**src/source/stage3_pkg.sv**
```systemverilog
// shared types, exception codes and fixed addresses for the three stage pipeline control
package stage3_pkg;

    typedef logic [31:0] word_t; // data or address word

    localparam word_t RESET_PC    = 32'h0000_0200; // first fetch after reset
    localparam word_t TRAP_VECTOR = 32'h0000_0040; // direct mode only, no vectored table

    // machine exception codes in use
    typedef enum logic [30:0] {
        EX_INSN_MAL     = 31'd0,
        EX_INSN_FAULT   = 31'd1,
        EX_ILLEGAL_INSN = 31'd2,
        EX_BREAKPOINT   = 31'd3,
        EX_L_ADDR_MAL   = 31'd4,
        EX_L_FAULT      = 31'd5,
        EX_S_ADDR_MAL   = 31'd6,
        EX_S_FAULT      = 31'd7,
        EX_ENV_CALL_M   = 31'd11
    } ex_code_t;

    localparam logic [30:0] INT_EXT_CODE = 31'd11; // machine external interrupt

    // mcause word, top bit picks the view
    typedef union packed {
        struct packed {
            logic     interrupt; // always 0 here
            ex_code_t code;
        } ex;
        struct packed {
            logic        interrupt; // always 1 here
            logic [30:0] code;
        } irq;
    } cause_t;

endpackage

```
**src/source/stage3_hazard_unit_if.sv**
```systemverilog
// hazard unit interface carrying stage status, stage pcs and pipeline control
interface stage3_hazard_unit_if
    import stage3_pkg::*;
();
    // status from datapath and memories
    logic       i_mem_busy, d_mem_busy;
    logic       dren, dwen, csr_read, reg_write;
    logic [4:0] rs1_e, rs2_e, rd_m;
    logic       jump, branch, mispredict;
    logic       ex_busy, ifence, fence_stall, halt, ret;
    logic       mal_insn, fault_insn, illegal_insn, breakpoint, env;
    logic       mal_l, fault_l, mal_s, fault_s;
    word_t      badaddr;

    // stage pcs, owned by the pc pipeline
    word_t      pc_f, pc_e, pc_m;
    logic       valid_e, valid_m;

    // control out of the hazard unit
    logic       pc_en, npc_sel;
    logic       if_ex_stall, if_ex_flush, ex_mem_stall, ex_mem_flush;
    logic       suppress_iren, suppress_data, rollback;
    logic       insert_priv_pc;
    word_t      priv_pc;

    modport hazard_unit (
        input  i_mem_busy, d_mem_busy, dren, dwen, csr_read, reg_write,
               rs1_e, rs2_e, rd_m, jump, branch, mispredict, ex_busy, ifence,
               fence_stall, halt, ret, mal_insn, fault_insn, illegal_insn,
               breakpoint, env, mal_l, fault_l, mal_s, fault_s, badaddr,
               pc_f, pc_e, pc_m, valid_e, valid_m,
        output pc_en, npc_sel, if_ex_stall, if_ex_flush, ex_mem_stall, ex_mem_flush,
               suppress_iren, suppress_data, rollback, insert_priv_pc, priv_pc
    );

    modport pc_stage (
        input  pc_en, npc_sel, if_ex_stall, if_ex_flush, ex_mem_stall, ex_mem_flush,
               rollback, insert_priv_pc, priv_pc,
        output pc_f, pc_e, pc_m, valid_e, valid_m
    );

    modport top (
        output i_mem_busy, d_mem_busy, dren, dwen, csr_read, reg_write,
               rs1_e, rs2_e, rd_m, jump, branch, mispredict, ex_busy, ifence,
               fence_stall, halt, ret, mal_insn, fault_insn, illegal_insn,
               breakpoint, env, mal_l, fault_l, mal_s, fault_s, badaddr,
        input  pc_en, if_ex_stall, if_ex_flush, ex_mem_stall, ex_mem_flush,
               suppress_iren, suppress_data, pc_f, pc_e, pc_m
    );

endinterface

```
**src/source/prv_pipeline_if.sv**
```systemverilog
// link between the hazard unit and the machine trap unit
interface prv_pipeline_if
    import stage3_pkg::*;
();
    // exception flags as seen by the pipeline
    logic  mal_insn, fault_insn, illegal_insn, breakpoint, env;
    logic  mal_l, fault_l, mal_s, fault_s;
    word_t badaddr;  // faulting address for mtval
    word_t epc;      // oldest live pc
    logic  ret;      // mret in flight
    logic  wb_enable;  // pipeline not frozen by halt or fence
    logic  pipe_clear; // no data access outstanding

    // back from the trap unit
    logic  intr;      // enabled interrupt pending
    logic  insert_pc; // redirect fetch now
    word_t priv_pc;

    modport hazard (
        output mal_insn, fault_insn, illegal_insn, breakpoint, env,
               mal_l, fault_l, mal_s, fault_s, badaddr, epc, ret,
               wb_enable, pipe_clear,
        input  intr, insert_pc, priv_pc
    );

    modport prv (
        input  mal_insn, fault_insn, illegal_insn, breakpoint, env,
               mal_l, fault_l, mal_s, fault_s, badaddr, epc, ret,
               wb_enable, pipe_clear,
        output intr, insert_pc, priv_pc
    );

endinterface

```
**src/source/stage3_hazard_unit.sv**
```systemverilog
// hazard unit deciding stall, flush, suppression and fetch pc enable for the three stages
module stage3_hazard_unit
    import stage3_pkg::*;
(
    stage3_hazard_unit_if.hazard_unit hazard_if,
    prv_pipeline_if.hazard            prv_pipe_if
);
    logic  rs1_match;
    logic  rs2_match;
    logic  cannot_forward;
    logic  dmem_access;
    logic  branch_jump;
    logic  wait_for_imem;
    logic  wait_for_dmem;
    logic  mem_use_stall;
    logic  exception;
    logic  intr;      // pending interrupt with no exception competing
    logic  intr_go;   // interrupt accepted this cycle
    logic  ex_flush_hazard;
    word_t epc;

    // mem-use detection, x0 never matches
    assign rs1_match      = (hazard_if.rs1_e == hazard_if.rd_m) && (hazard_if.rd_m != 5'd0);
    assign rs2_match      = (hazard_if.rs2_e == hazard_if.rd_m) && (hazard_if.rd_m != 5'd0);
    assign cannot_forward = hazard_if.dren || hazard_if.csr_read; // value only known after M
    assign mem_use_stall  = hazard_if.reg_write && cannot_forward && (rs1_match || rs2_match);

    assign dmem_access   = hazard_if.dren || hazard_if.dwen;
    assign branch_jump   = hazard_if.jump || (hazard_if.branch && hazard_if.mispredict);
    assign wait_for_imem = hazard_if.i_mem_busy && !hazard_if.suppress_iren;
    assign wait_for_dmem = dmem_access && hazard_if.d_mem_busy && !hazard_if.suppress_data;

    assign hazard_if.npc_sel = branch_jump; // resolved target from E

    // trap side
    assign exception = hazard_if.mal_insn | hazard_if.fault_insn | hazard_if.illegal_insn
                     | hazard_if.breakpoint | hazard_if.env
                     | hazard_if.mal_l | hazard_if.fault_l
                     | hazard_if.mal_s | hazard_if.fault_s;
    assign intr = !exception && prv_pipe_if.intr;

    assign prv_pipe_if.pipe_clear = !wait_for_dmem;   // let an outstanding load/store land
    assign prv_pipe_if.wb_enable  = !hazard_if.halt && !hazard_if.fence_stall;
    assign intr_go = intr && prv_pipe_if.pipe_clear && prv_pipe_if.wb_enable; // matches trap unit

    assign hazard_if.rollback = hazard_if.ifence && !hazard_if.fence_stall; // refetch after fence
    assign ex_flush_hazard = exception || intr_go || hazard_if.ret || hazard_if.rollback;

    assign hazard_if.insert_priv_pc = prv_pipe_if.insert_pc;
    assign hazard_if.priv_pc        = prv_pipe_if.priv_pc;

    // no new fetch request when the stream is about to be thrown away
    assign hazard_if.suppress_iren = branch_jump || ex_flush_hazard || prv_pipe_if.insert_pc;
    assign hazard_if.suppress_data = exception; // keep the faulting access off the bus

    // oldest live instruction, an interrupt lets the M op finish
    assign epc = (hazard_if.valid_m && (!intr || branch_jump)) ? hazard_if.pc_m
               : (hazard_if.valid_e ? hazard_if.pc_e : hazard_if.pc_f);

    assign prv_pipe_if.mal_insn     = hazard_if.mal_insn;
    assign prv_pipe_if.fault_insn   = hazard_if.fault_insn;
    assign prv_pipe_if.illegal_insn = hazard_if.illegal_insn;
    assign prv_pipe_if.breakpoint   = hazard_if.breakpoint;
    assign prv_pipe_if.env          = hazard_if.env;
    assign prv_pipe_if.mal_l        = hazard_if.mal_l;
    assign prv_pipe_if.fault_l      = hazard_if.fault_l;
    assign prv_pipe_if.mal_s        = hazard_if.mal_s;
    assign prv_pipe_if.fault_s      = hazard_if.fault_s;
    assign prv_pipe_if.badaddr      = hazard_if.badaddr;
    assign prv_pipe_if.epc          = epc;
    assign prv_pipe_if.ret          = hazard_if.ret;

    // pc moves when F can hand over, or on any redirect
    assign hazard_if.pc_en = (!hazard_if.if_ex_stall && !wait_for_imem)
                           || branch_jump
                           || ex_flush_hazard
                           || prv_pipe_if.insert_pc;

    // bubble into E on redirect, or when fetch lags behind moving E/M
    assign hazard_if.if_ex_flush = ex_flush_hazard
                                 || branch_jump
                                 || (wait_for_imem && !hazard_if.ex_mem_stall);

    // bubble into M on redirect, or when E holds but M drains
    assign hazard_if.ex_mem_flush = ex_flush_hazard
                                  || branch_jump
                                  || (hazard_if.if_ex_stall && !hazard_if.ex_mem_stall);

    // M stall implies E stall
    // a busy E gives way to a redirect, otherwise it keeps its insn
    assign hazard_if.if_ex_stall = hazard_if.ex_mem_stall
                                 || (hazard_if.ex_busy && !ex_flush_hazard && !branch_jump)
                                 || mem_use_stall
                                 || hazard_if.fence_stall;

    assign hazard_if.ex_mem_stall = wait_for_dmem
                                  || hazard_if.fence_stall
                                  || hazard_if.halt; // freeze everything

endmodule

```
**src/source/stage3_pc_pipeline.sv**
```systemverilog
// fetch pc register with next pc select, plus pc and valid tracking for execute and memory
module stage3_pc_pipeline
    import stage3_pkg::*;
(
    input  logic  CLK,
    input  logic  rst,
    input  word_t branch_target,              // resolved jump/branch target from E
    stage3_hazard_unit_if.pc_stage hazard_if
);
    word_t npc;

    // redirect priority, trap/ret first
    always_comb begin
        if (hazard_if.insert_priv_pc) begin
            npc = hazard_if.priv_pc;
        end else if (hazard_if.npc_sel) begin
            npc = branch_target;
        end else if (hazard_if.rollback) begin
            npc = hazard_if.pc_e + 32'd4; // insn right after the fence
        end else begin
            npc = hazard_if.pc_f + 32'd4;
        end
    end

    always_ff @(posedge CLK) begin
        if (rst) begin
            hazard_if.pc_f <= RESET_PC;
        end else if (hazard_if.pc_en) begin
            hazard_if.pc_f <= npc;
        end // else hold
    end

    // F -> E, flush wins over stall
    always_ff @(posedge CLK) begin
        if (rst) begin
            hazard_if.valid_e <= 1'b0;
        end else if (hazard_if.if_ex_flush) begin
            hazard_if.valid_e <= 1'b0;
        end else if (!hazard_if.if_ex_stall) begin
            hazard_if.valid_e <= 1'b1; // fetch always offers an insn
        end
    end

    always_ff @(posedge CLK) begin
        if (!hazard_if.if_ex_stall) begin
            hazard_if.pc_e <= hazard_if.pc_f;
        end
    end

    // E -> M
    always_ff @(posedge CLK) begin
        if (rst) begin
            hazard_if.valid_m <= 1'b0;
        end else if (hazard_if.ex_mem_flush) begin
            hazard_if.valid_m <= 1'b0;
        end else if (!hazard_if.ex_mem_stall) begin
            hazard_if.valid_m <= hazard_if.valid_e;
        end
    end

    always_ff @(posedge CLK) begin
        if (!hazard_if.ex_mem_stall) begin
            hazard_if.pc_m <= hazard_if.pc_e;
        end
    end

endmodule

```
**src/source/stage3_trap_unit.sv**
```systemverilog
// machine trap unit ranking causes, gating the external interrupt and holding mepc, mcause, mtval
module stage3_trap_unit
    import stage3_pkg::*;
(
    input  logic   CLK,
    input  logic   rst,
    input  logic   ext_irq,
    output word_t  mepc,
    output word_t  mtval,
    output cause_t mcause,
    output logic   trap_taken,   // one cycle after entry
    prv_pipeline_if.prv prv_pipe_if
);
    logic     exception;
    logic     int_take;
    logic     trap_entry;
    logic     mie;       // global interrupt enable
    logic     mpie;      // enable saved on entry
    ex_code_t ex_code;
    cause_t   next_cause;

    assign exception = prv_pipe_if.mal_insn | prv_pipe_if.fault_insn | prv_pipe_if.illegal_insn
                     | prv_pipe_if.breakpoint | prv_pipe_if.env
                     | prv_pipe_if.mal_l | prv_pipe_if.fault_l
                     | prv_pipe_if.mal_s | prv_pipe_if.fault_s;

    assign prv_pipe_if.intr = ext_irq && mie;
    // interrupt only once data side is quiet and pipe not frozen
    assign int_take = prv_pipe_if.intr && !exception
                   && prv_pipe_if.pipe_clear && prv_pipe_if.wb_enable;
    assign trap_entry = exception || int_take;

    assign prv_pipe_if.insert_pc = trap_entry || prv_pipe_if.ret;
    assign prv_pipe_if.priv_pc   = trap_entry ? TRAP_VECTOR : mepc; // entry beats mret

    // fetch side first, then decode, then memory side
    always_comb begin
        if (prv_pipe_if.mal_insn) begin
            ex_code = EX_INSN_MAL;
        end else if (prv_pipe_if.fault_insn) begin
            ex_code = EX_INSN_FAULT;
        end else if (prv_pipe_if.illegal_insn) begin
            ex_code = EX_ILLEGAL_INSN;
        end else if (prv_pipe_if.breakpoint) begin
            ex_code = EX_BREAKPOINT;
        end else if (prv_pipe_if.env) begin
            ex_code = EX_ENV_CALL_M;
        end else if (prv_pipe_if.mal_l) begin
            ex_code = EX_L_ADDR_MAL;
        end else if (prv_pipe_if.fault_l) begin
            ex_code = EX_L_FAULT;
        end else if (prv_pipe_if.mal_s) begin
            ex_code = EX_S_ADDR_MAL;
        end else begin
            ex_code = EX_S_FAULT; // lowest rank
        end
    end

    always_comb begin
        next_cause = '0;
        if (exception) begin
            next_cause.ex.interrupt = 1'b0;
            next_cause.ex.code      = ex_code;
        end else begin
            next_cause.irq.interrupt = 1'b1;
            next_cause.irq.code      = INT_EXT_CODE;
        end
    end

    always_ff @(posedge CLK) begin
        if (rst) begin
            mepc       <= '0;
            mcause     <= '0;
            mtval      <= '0;
            trap_taken <= 1'b0;
            mie        <= 1'b1;
            mpie       <= 1'b0;
        end else begin
            trap_taken <= trap_entry;
            if (trap_entry) begin
                mepc   <= prv_pipe_if.epc;
                mcause <= next_cause;
                mtval  <= exception ? prv_pipe_if.badaddr : '0; // no address for irq
                mpie   <= mie;
                mie    <= 1'b0; // mask nested irqs
            end else if (prv_pipe_if.ret) begin
                mie  <= mpie;
                mpie <= 1'b1;
            end
        end
    end

endmodule

```
**src/source/stage3_control.sv**
```systemverilog
// pipeline control top tying hazard unit, pc pipeline and trap unit to plain status ports
module stage3_control
    import stage3_pkg::*;
(
    input  logic       CLK,
    input  logic       rst,
    input  logic       ext_irq,
    input  logic       i_mem_busy, d_mem_busy,
    input  logic       dren, dwen, csr_read, reg_write,
    input  logic [4:0] rs1_e, rs2_e, rd_m,
    input  logic       jump, branch, mispredict,
    input  logic       ex_busy, ifence, fence_stall, halt, ret,
    input  logic       mal_insn, fault_insn, illegal_insn, breakpoint, env,
    input  logic       mal_l, fault_l, mal_s, fault_s,
    input  word_t      badaddr,
    input  word_t      branch_target,
    output word_t      pc_f,
    output logic       pc_en,
    output logic       if_ex_stall, if_ex_flush,
    output logic       ex_mem_stall, ex_mem_flush,
    output logic       suppress_iren, suppress_data,
    output word_t      mepc,
    output cause_t     mcause,
    output word_t      mtval,
    output logic       trap_taken
);
    stage3_hazard_unit_if hazard_if ();
    prv_pipeline_if       prv_pipe_if ();

    // status into the shared bundle
    assign hazard_if.i_mem_busy   = i_mem_busy;
    assign hazard_if.d_mem_busy   = d_mem_busy;
    assign hazard_if.dren         = dren;
    assign hazard_if.dwen         = dwen;
    assign hazard_if.csr_read     = csr_read;
    assign hazard_if.reg_write    = reg_write;
    assign hazard_if.rs1_e        = rs1_e;
    assign hazard_if.rs2_e        = rs2_e;
    assign hazard_if.rd_m         = rd_m;
    assign hazard_if.jump         = jump;
    assign hazard_if.branch       = branch;
    assign hazard_if.mispredict   = mispredict;
    assign hazard_if.ex_busy      = ex_busy;
    assign hazard_if.ifence       = ifence;
    assign hazard_if.fence_stall  = fence_stall;
    assign hazard_if.halt         = halt;
    assign hazard_if.ret          = ret;
    assign hazard_if.mal_insn     = mal_insn;
    assign hazard_if.fault_insn   = fault_insn;
    assign hazard_if.illegal_insn = illegal_insn;
    assign hazard_if.breakpoint   = breakpoint;
    assign hazard_if.env          = env;
    assign hazard_if.mal_l        = mal_l;
    assign hazard_if.fault_l      = fault_l;
    assign hazard_if.mal_s        = mal_s;
    assign hazard_if.fault_s      = fault_s;
    assign hazard_if.badaddr      = badaddr;

    // control back out
    assign pc_f          = hazard_if.pc_f;
    assign pc_en         = hazard_if.pc_en;
    assign if_ex_stall   = hazard_if.if_ex_stall;
    assign if_ex_flush   = hazard_if.if_ex_flush;
    assign ex_mem_stall  = hazard_if.ex_mem_stall;
    assign ex_mem_flush  = hazard_if.ex_mem_flush;
    assign suppress_iren = hazard_if.suppress_iren;
    assign suppress_data = hazard_if.suppress_data;

    stage3_hazard_unit hazard_unit_inst (
        .hazard_if   (hazard_if),
        .prv_pipe_if (prv_pipe_if)
    );

    stage3_pc_pipeline pc_pipeline_inst (
        .CLK           (CLK),
        .rst           (rst),
        .branch_target (branch_target),
        .hazard_if     (hazard_if)
    );

    stage3_trap_unit trap_unit_inst (
        .CLK         (CLK),
        .rst         (rst),
        .ext_irq     (ext_irq),
        .mepc        (mepc),
        .mtval       (mtval),
        .mcause      (mcause),
        .trap_taken  (trap_taken),
        .prv_pipe_if (prv_pipe_if)
    );

endmodule

```
**config.mk**
```make
export PLATFORM = sky130hd
export DESIGN_NAME = stage3_control
export DESIGN_NICKNAME = d
export VERILOG_FILES = /design/src/source/stage3_pkg.sv /design/src/source/stage3_hazard_unit_if.sv /design/src/source/prv_pipeline_if.sv /design/src/source/stage3_hazard_unit.sv /design/src/source/stage3_pc_pipeline.sv /design/src/source/stage3_trap_unit.sv /design/src/source/stage3_control.sv
export SDC_FILE = /design/constraint.sdc
export NUM_CORES = 1
export LEC_CHECK = 0
export BUFFER_PORTS_ARGS = -buffer_cell sky130_fd_sc_hd__buf_2
export CELL_PAD_IN_SITES_DETAIL_PLACEMENT = 2
export CELL_PAD_IN_SITES_GLOBAL_PLACEMENT = 2
export CORE_ASPECT_RATIO = 0.6
export CORE_MARGIN = 10
export CORE_UTILIZATION = 31
export DETAILED_ROUTE_END_ITERATION = 16
export GPL_TIMING_DRIVEN = 0
export PLACE_DENSITY_LB_ADDON = 0.2
export SLEW_MARGIN = 40
export SYNTH_ARGS = -nofsm -noshare
export SYNTH_HDL_FRONTEND = slang
export SYNTH_SLANG_ARGS = --single-unit
```
**constraint.sdc**
```tcl
create_clock -name CLK -period 4.4 [get_ports CLK]
set_input_delay 0 -clock CLK [delete_from_list [all_inputs] [get_ports CLK]]
set_output_delay 0 -clock CLK [all_outputs]
set_load 0.005 [all_outputs]
```
### Yosys cells after proc, flatten, opt, wreduce, memory -nomap -nowiden

Index checks and enable logic that the tools add are counted.

* register bits after elaboration: 197
* input port bits: 105
* output and inout port bits: 136
* logic and storage cells: 98

* add/sub/neg operators: 2
* equal/unequal tests: 2
* multiplexer cells: 20
* bitwise operators: 8
* reduce and logical (&&, ||, !) cells: 55

Operator list (count)
* $mux W32: 8
* $mux W31: 7
* $add A32 B3 Y32 const B: 2
* $logic_and A1 B1 Y1: 20
* $logic_or A1 B1 Y1: 20
* $logic_not A1 Y1: 11
* $eq A5 B5 Y1: 2
* $or A1 B1 Y1: 8
* $mux W1: 5
* $reduce_bool A5 Y1: 1
* $reduce_or A2 Y1: 2
* $reduce_bool A2 Y1: 1

### Logic depth before layout (Yosys ltp)

* depth after elaboration: 27
* depth in mapped cells: 14
* mapped depth without buffers: 11

### Cells and area by module

From an unflattened synthesis, not the netlist that was laid out.

* cells, all modules: 1009
* area total of the unflattened synthesis: 9864.5 µm²

Modules (own cells, without submodules)
* stage3_pc_pipeline: instances 1, cells each 467, area an instance 5049.8 µm²
* stage3_trap_unit: instances 1, cells each 316, area an instance 3258.1 µm²
* stage3_hazard_unit: instances 1, cells each 226, area an instance 1556.5 µm²

### Worst setup path before layout

No wires, ideal clock.

* kind: register -> register
* start point: register trap_unit_inst.mie
* end point: register pc_pipeline_inst.hazard_if.valid_m
* library setup time: 0.091 ns
* arrival: 3.797 ns
* data required time: 4.309 ns
* path slack: 0.512 ns
* cell stages (with the launch flop): 7
* path buffers: 1
* path through: dfxtp_1 > a41o_1 > buf_6 > nor2_8 > a211oi_1 > a22oi_1 > nor3_1

* longest elaborated chain between the ends: 16
* elaborated cells between the ends (all ways): 17

Ends and longest elaborated chain
* start, declared: line stage3_trap_unit.sv:17 `logic mie;`
* start signal, assigned: line stage3_trap_unit.sv:87 `mie <= mpie;`
* $logic_and A1 B1 Y1 (*): line stage3_trap_unit.sv:27 `assign prv_pipe_if.intr = ext_irq && mie;`
* $logic_and A1 B1 Y1 (*): line stage3_hazard_unit.sv:40 `assign intr = !exception && prv_pipe_if.intr;`
* $logic_and A1 B1 Y1 (*) (2 in series): line stage3_hazard_unit.sv:44 `assign intr_go = intr && prv_pipe_if.pipe_clear && prv_pipe_if.wb_enable;`
* $logic_or A1 B1 Y1 (*) (3 in series): line stage3_hazard_unit.sv:47 `assign ex_flush_hazard = exception || intr_go || hazard_if.ret || hazard_if.rollback;`
* $logic_not A1 Y1: line stage3_hazard_unit.sv:92 `|| (hazard_if.ex_busy && !ex_flush_hazard && !branch_jump)`
* $logic_and A1 B1 Y1 (2 in series): line stage3_hazard_unit.sv:92
* $logic_or A1 B1 Y1: line stage3_hazard_unit.sv:92
* $logic_or A1 B1 Y1: line stage3_hazard_unit.sv:93 `|| mem_use_stall`
* $logic_or A1 B1 Y1: line stage3_hazard_unit.sv:94 `|| hazard_if.fence_stall;`
* $logic_and A1 B1 Y1: line stage3_hazard_unit.sv:87 `|| (hazard_if.if_ex_stall && !hazard_if.ex_mem_stall);`
* $logic_or A1 B1 Y1 (*): line stage3_hazard_unit.sv:87
* $reduce_or A2 Y1 (no line) (*)
* end signal, assigned: line stage3_pc_pipeline.sv:57 `hazard_if.valid_m <= hazard_if.valid_e;`
* end, declared: line stage3_hazard_unit_if.sv:39 `output pc_f, pc_e, pc_m, valid_e, valid_m`

Mark *: on every way between the ends. The rest lies on a longest branch, timed or not.
A chain may end at the register's enable or synchronous reset.

### Final worst setup path

* start point: input port fence_stall
* end point: register pc_pipeline_inst.hazard_if.pc_f[28]

* longest elaborated chain between the ends: 17
* elaborated cells between the ends (all ways): 29

Ends and longest elaborated chain
* start, declared: line stage3_control.sv:12 `input logic ex_busy, ifence, fence_stall, halt, ret,`
* $logic_not A1 Y1: line stage3_hazard_unit.sv:43, stage3_hazard_unit.sv:46
* $logic_and A1 B1 Y1: line stage3_hazard_unit.sv:43 `assign prv_pipe_if.wb_enable = !hazard_if.halt && !hazard_if.fence_stall;`
* $logic_and A1 B1 Y1: line stage3_hazard_unit.sv:44, stage3_trap_unit.sv:30
* $logic_or A1 B1 Y1: line stage3_hazard_unit.sv:47, stage3_trap_unit.sv:31
* $logic_or A1 B1 Y1: line stage3_hazard_unit.sv:47, stage3_trap_unit.sv:33
* $logic_or A1 B1 Y1: line stage3_hazard_unit.sv:47
* $logic_not A1 Y1: line stage3_hazard_unit.sv:92
* $logic_and A1 B1 Y1 (2 in series): line stage3_hazard_unit.sv:92
* $logic_or A1 B1 Y1: line stage3_hazard_unit.sv:92
* $logic_or A1 B1 Y1: line stage3_hazard_unit.sv:93
* $logic_or A1 B1 Y1: line stage3_hazard_unit.sv:94
* $logic_not A1 Y1
* $logic_and A1 B1 Y1: line stage3_hazard_unit.sv:74 `assign hazard_if.pc_en = (!hazard_if.if_ex_stall && !wait_for_imem)`
* $logic_or A1 B1 Y1: line stage3_hazard_unit.sv:75 `|| branch_jump`
* $logic_or A1 B1 Y1: line stage3_hazard_unit.sv:76 `|| ex_flush_hazard`
* $logic_or A1 B1 Y1: line stage3_hazard_unit.sv:77 `|| prv_pipe_if.insert_pc;`
* end signal, assigned: line stage3_pc_pipeline.sv:29 `hazard_if.pc_f <= npc;`
* end, declared: line stage3_hazard_unit_if.sv:39

Several ways; a longest one is shown, not always the timed one.

==> metrics.yaml <==
run_status: "completed"
fin_nets: 1309
nFillCells: 2972
worstPathRequired_ns: 4.71
critPathCapture: "pc_pipeline_inst.hazard_if.pc_f[28]$_SDFFE_PP0P_"
grt_use_total_pct: 23.6
insertion_delay_ns: 0.46
fin_skew_ns: 0.0125
num_rows: 46
regArea_um2: 4040
critical_path.cell_chain: "buf_2 > nand2b_1 > buf_6 > buf_2 > clkbuf_1 > nand2_1 > nand2_1 > ha_1 > nand3_1 > nor2_1 > o211ai_2 > nor4_2 > nand2_1 > xnor2_1 > a31oi_1"
area_growth_pct: 33.1
hold_viol: 0
reg2reg_from: "pc_pipeline_inst.hazard_if.pc_f[2]$_SDFFE_PP0P_"
cts_tree: "built"
drive_gt1_share_pct: 26.5
power_leakage_nw: 4.67
die_area_um2: 34700
rrSetupSlack_ns: 1.10
yosys_warnings: 0
crit_type: "in2reg"
synthCells: 891
routabilityCongestion: 0.836
synth_commonest_cells: "nand2_1 (161), dfxtp_1 (106), a21oi_1 (73)"
r2r-end: "pc_pipeline_inst.hazard_if.pc_f[28]$_SDFFE_PP0P_"
drc: 0
synth_top_area_share_pct: 25.0
multi_input_area_um2: 4070
drt-initial-drc-count: 664
peakVddDrop_mv: 0.229
totalWireLength_um: 41200
tightest_slew_ns: 0.937
grt_overflow_total: 0
ys_seq_area_share_pct: 47.6
clk_pin_slew_worst_paths_ns: 0.07
utilization_pct: 42.4
numPortBuffers: 211
path_common_cell: "nand2_1"
fmax_mhz: 263
grt_pass1_wl_um: 61500
max-clock-path-buffers: 2
post_drt_wl_per_cell_um: 26.1
dp.cells: 1493
fin_cells: 1578
grt_max_degree: 33
core_um2: 26700
maxSlewViolCount: 0
grt_pass1_vias: 9389
antenna_found_initial: 2
yosysMostFrequentCell: "nand2_1"
syn_area_per_cell_um2: 9.54
finalPower_mw: 3.68
clock_sinks: 170
maxSlewHeadroom_pct: 37.5
ys_ff_latch: 170
design.portCount: 241
synth_area_um2: 8500
hpwlAfterDp_um: 30100
r2r.worst_path.cells: 10
crit_fanout: 10
post_cts_buffers: 0
die_h_um: 148
cap_viol_max_count: 0
via_per_inst: 5.45
yosys-top-cells-area: "dfxtp_1 (25%), edfxtp_1 (23%), nand2_1 (7.1%)"
synth-async-reset-ratio_pct: 0
cts_root_buf: "clkbuf_16"
cts_inserted_buffers: 17
finalWorstSetupSlack_ns: 0.592
max_stage_delay_ns: 0.60
start_util_pct: 31.8
num_vias: 8606
startpoint_type: "input pin"
worstSetupStartpoint: "fence_stall"
fin_crit_ns: 3.81
synth_ff_type: "dfxtp_1"
setup_viol: 0
crit_arrival_ns: 4.12
power_density_nw_per_um2: 325
synth_top_cell_by_area: "dfxtp_1"
finalCritPeriodShare_pct: 86.5
worst_path_max_delay_cell: "nor4_2"
dieWidth_um: 234
final_antenna_net_count: 0
end_kind: "flip-flop"
synth_edf_count: 64
first_pass_iters: 5
cts_resized: 0
rsz0062_at_grt: "false"
hold_path_class: "in2reg"
synth_cell_types: 69
htree_levels: 4
hp-start: "branch_target[14]"
post-place-ws_ns: -0.324
-- registers in the layout, summed over array words and instances (netlist names), 5 cells and up --
| name | cells |
|---|---|
| trap_unit_inst.mepc | 32 |
| trap_unit_inst.mcause | 5 |
| pc_pipeline_inst.hazard_if.pc_m | 32 |
| pc_pipeline_inst.hazard_if.pc_f | 32 |
| pc_pipeline_inst.hazard_if.pc_e | 32 |
| trap_unit_inst.mtval | 32 |
-- cells in the final DEF, fill, tap and decap left out, drive strengths merged, types with 10 or more instances in the layout --
| cell type | n |
|---|---|
| dlygate4sd3 | 52 |
| nand3 | 20 |
| mux2i | 59 |
| clkbuf | 64 |
| o21ai | 38 |
| nor3 | 19 |
| a31oi | 10 |
| dfxtp | 106 |
| nand2 | 161 |
| nor2 | 34 |
| o211ai | 38 |
| nor4 | 10 |
| buf | 259 |
| a22o | 33 |
| xnor2 | 16 |
| edfxtp | 64 |
| conb | 27 |
| a21oi | 73 |
| inv | 10 |
| xor2 | 14 |
-- cell families after synthesis --
| family | synth area share (%) |
|---|---|
| XOR/XNOR | 3.09 |
| adder cells (fa/ha/maj) | 0.147 |
| multiplexers | 7.61 |
| other | 0.0441 |
| buffers and inverters | 5.98 |
| AND/OR/NAND/NOR | 15.5 |
| flip-flops | 47.6 |
| AO/OA/AOI/OAI | 20.0 |
-- cell type report --
type / instances / share of cell area, %
diodes: 2 / 0.0442
plain buffers: 88 / 4.27
clock buffers: 19 / 3.82
clock inverters: 13 / 1.49
inverters: 8 / 0.287
multi-input cells: 650 / 35.9
flip-flops and latches: 170 / 35.7
well taps: 360 / 3.98
repair buffers: 268 / 14.4
-- through the flow --
step	setup TNS, ns	hold WS, ns	instance area, um^2
2_1_floorplan	0	0.0785	8600
3_3_place_gp	-84.38	0.208	10100
3_5_place_dp	-1.31	0.216	10200
4_1_cts	0	0.00471	11300
5_1_grt	0	0.0623	11300
6_report	0	0.0313	11300
-- where the power goes --
part	total, mW	internal, mW	switching (mW)
clock network	1.62	0.897	0.720
registers	1.70	1.67	0.0312
logic	0.361	0.156	0.206
-- layer usage --
layer | vias up | part of all wire, % | GRT usage, %
li1 | 3852 | - | -
met1 | 4436 | 44 | 30.9
met2 | 276 | 48 | 38.6
met3 | 42 | 6.4 | 5.40
met4 | 0 | 1.3 | 5.59
met5 | - | 0 | 0
-- worst min-delay path by stage --
stage / to / slack [ns] / cells past startpoint
after detailed placement: trap_unit_inst.mtval[0]$_SDFFE_PP0P_ / 0.22 / 2
after CTS: pc_pipeline_inst.hazard_if.pc_f[31]$_SDFFE_PP0P_ / 0.005 / 4
after global placement: trap_unit_inst.mtval[11]$_SDFFE_PP0P_ / 0.21 / 2
after floorplan: trap_unit_inst.mcause[0]$_SDFFE_PP0P_ / 0.08 / 1
after global routing: pc_pipeline_inst.hazard_if.pc_f[14]$_SDFFE_PP0P_ / 0.06 / 5
final: pc_pipeline_inst.hazard_if.pc_f[14]$_SDFFE_PP0P_ / 0.03 / 5
-- repair_timing --
action | in CTS | in global routing
endpoints found under the setup margin | 0 | 2
hold buffers | 51 | 1
endpoints found under the hold margin | 47 | 1
-- critical path, delay by kind of cell --
family / cells / cell delay [ns]
simple gates: 7 / 1.91
buf+inv: 4 / 1.23
compound gates: 2 / 0.44
fa+ha+maj: 1 / 0.28
xor+xnor: 1 / 0.22
No activity file was read; power rests on OpenSTA's default activity.
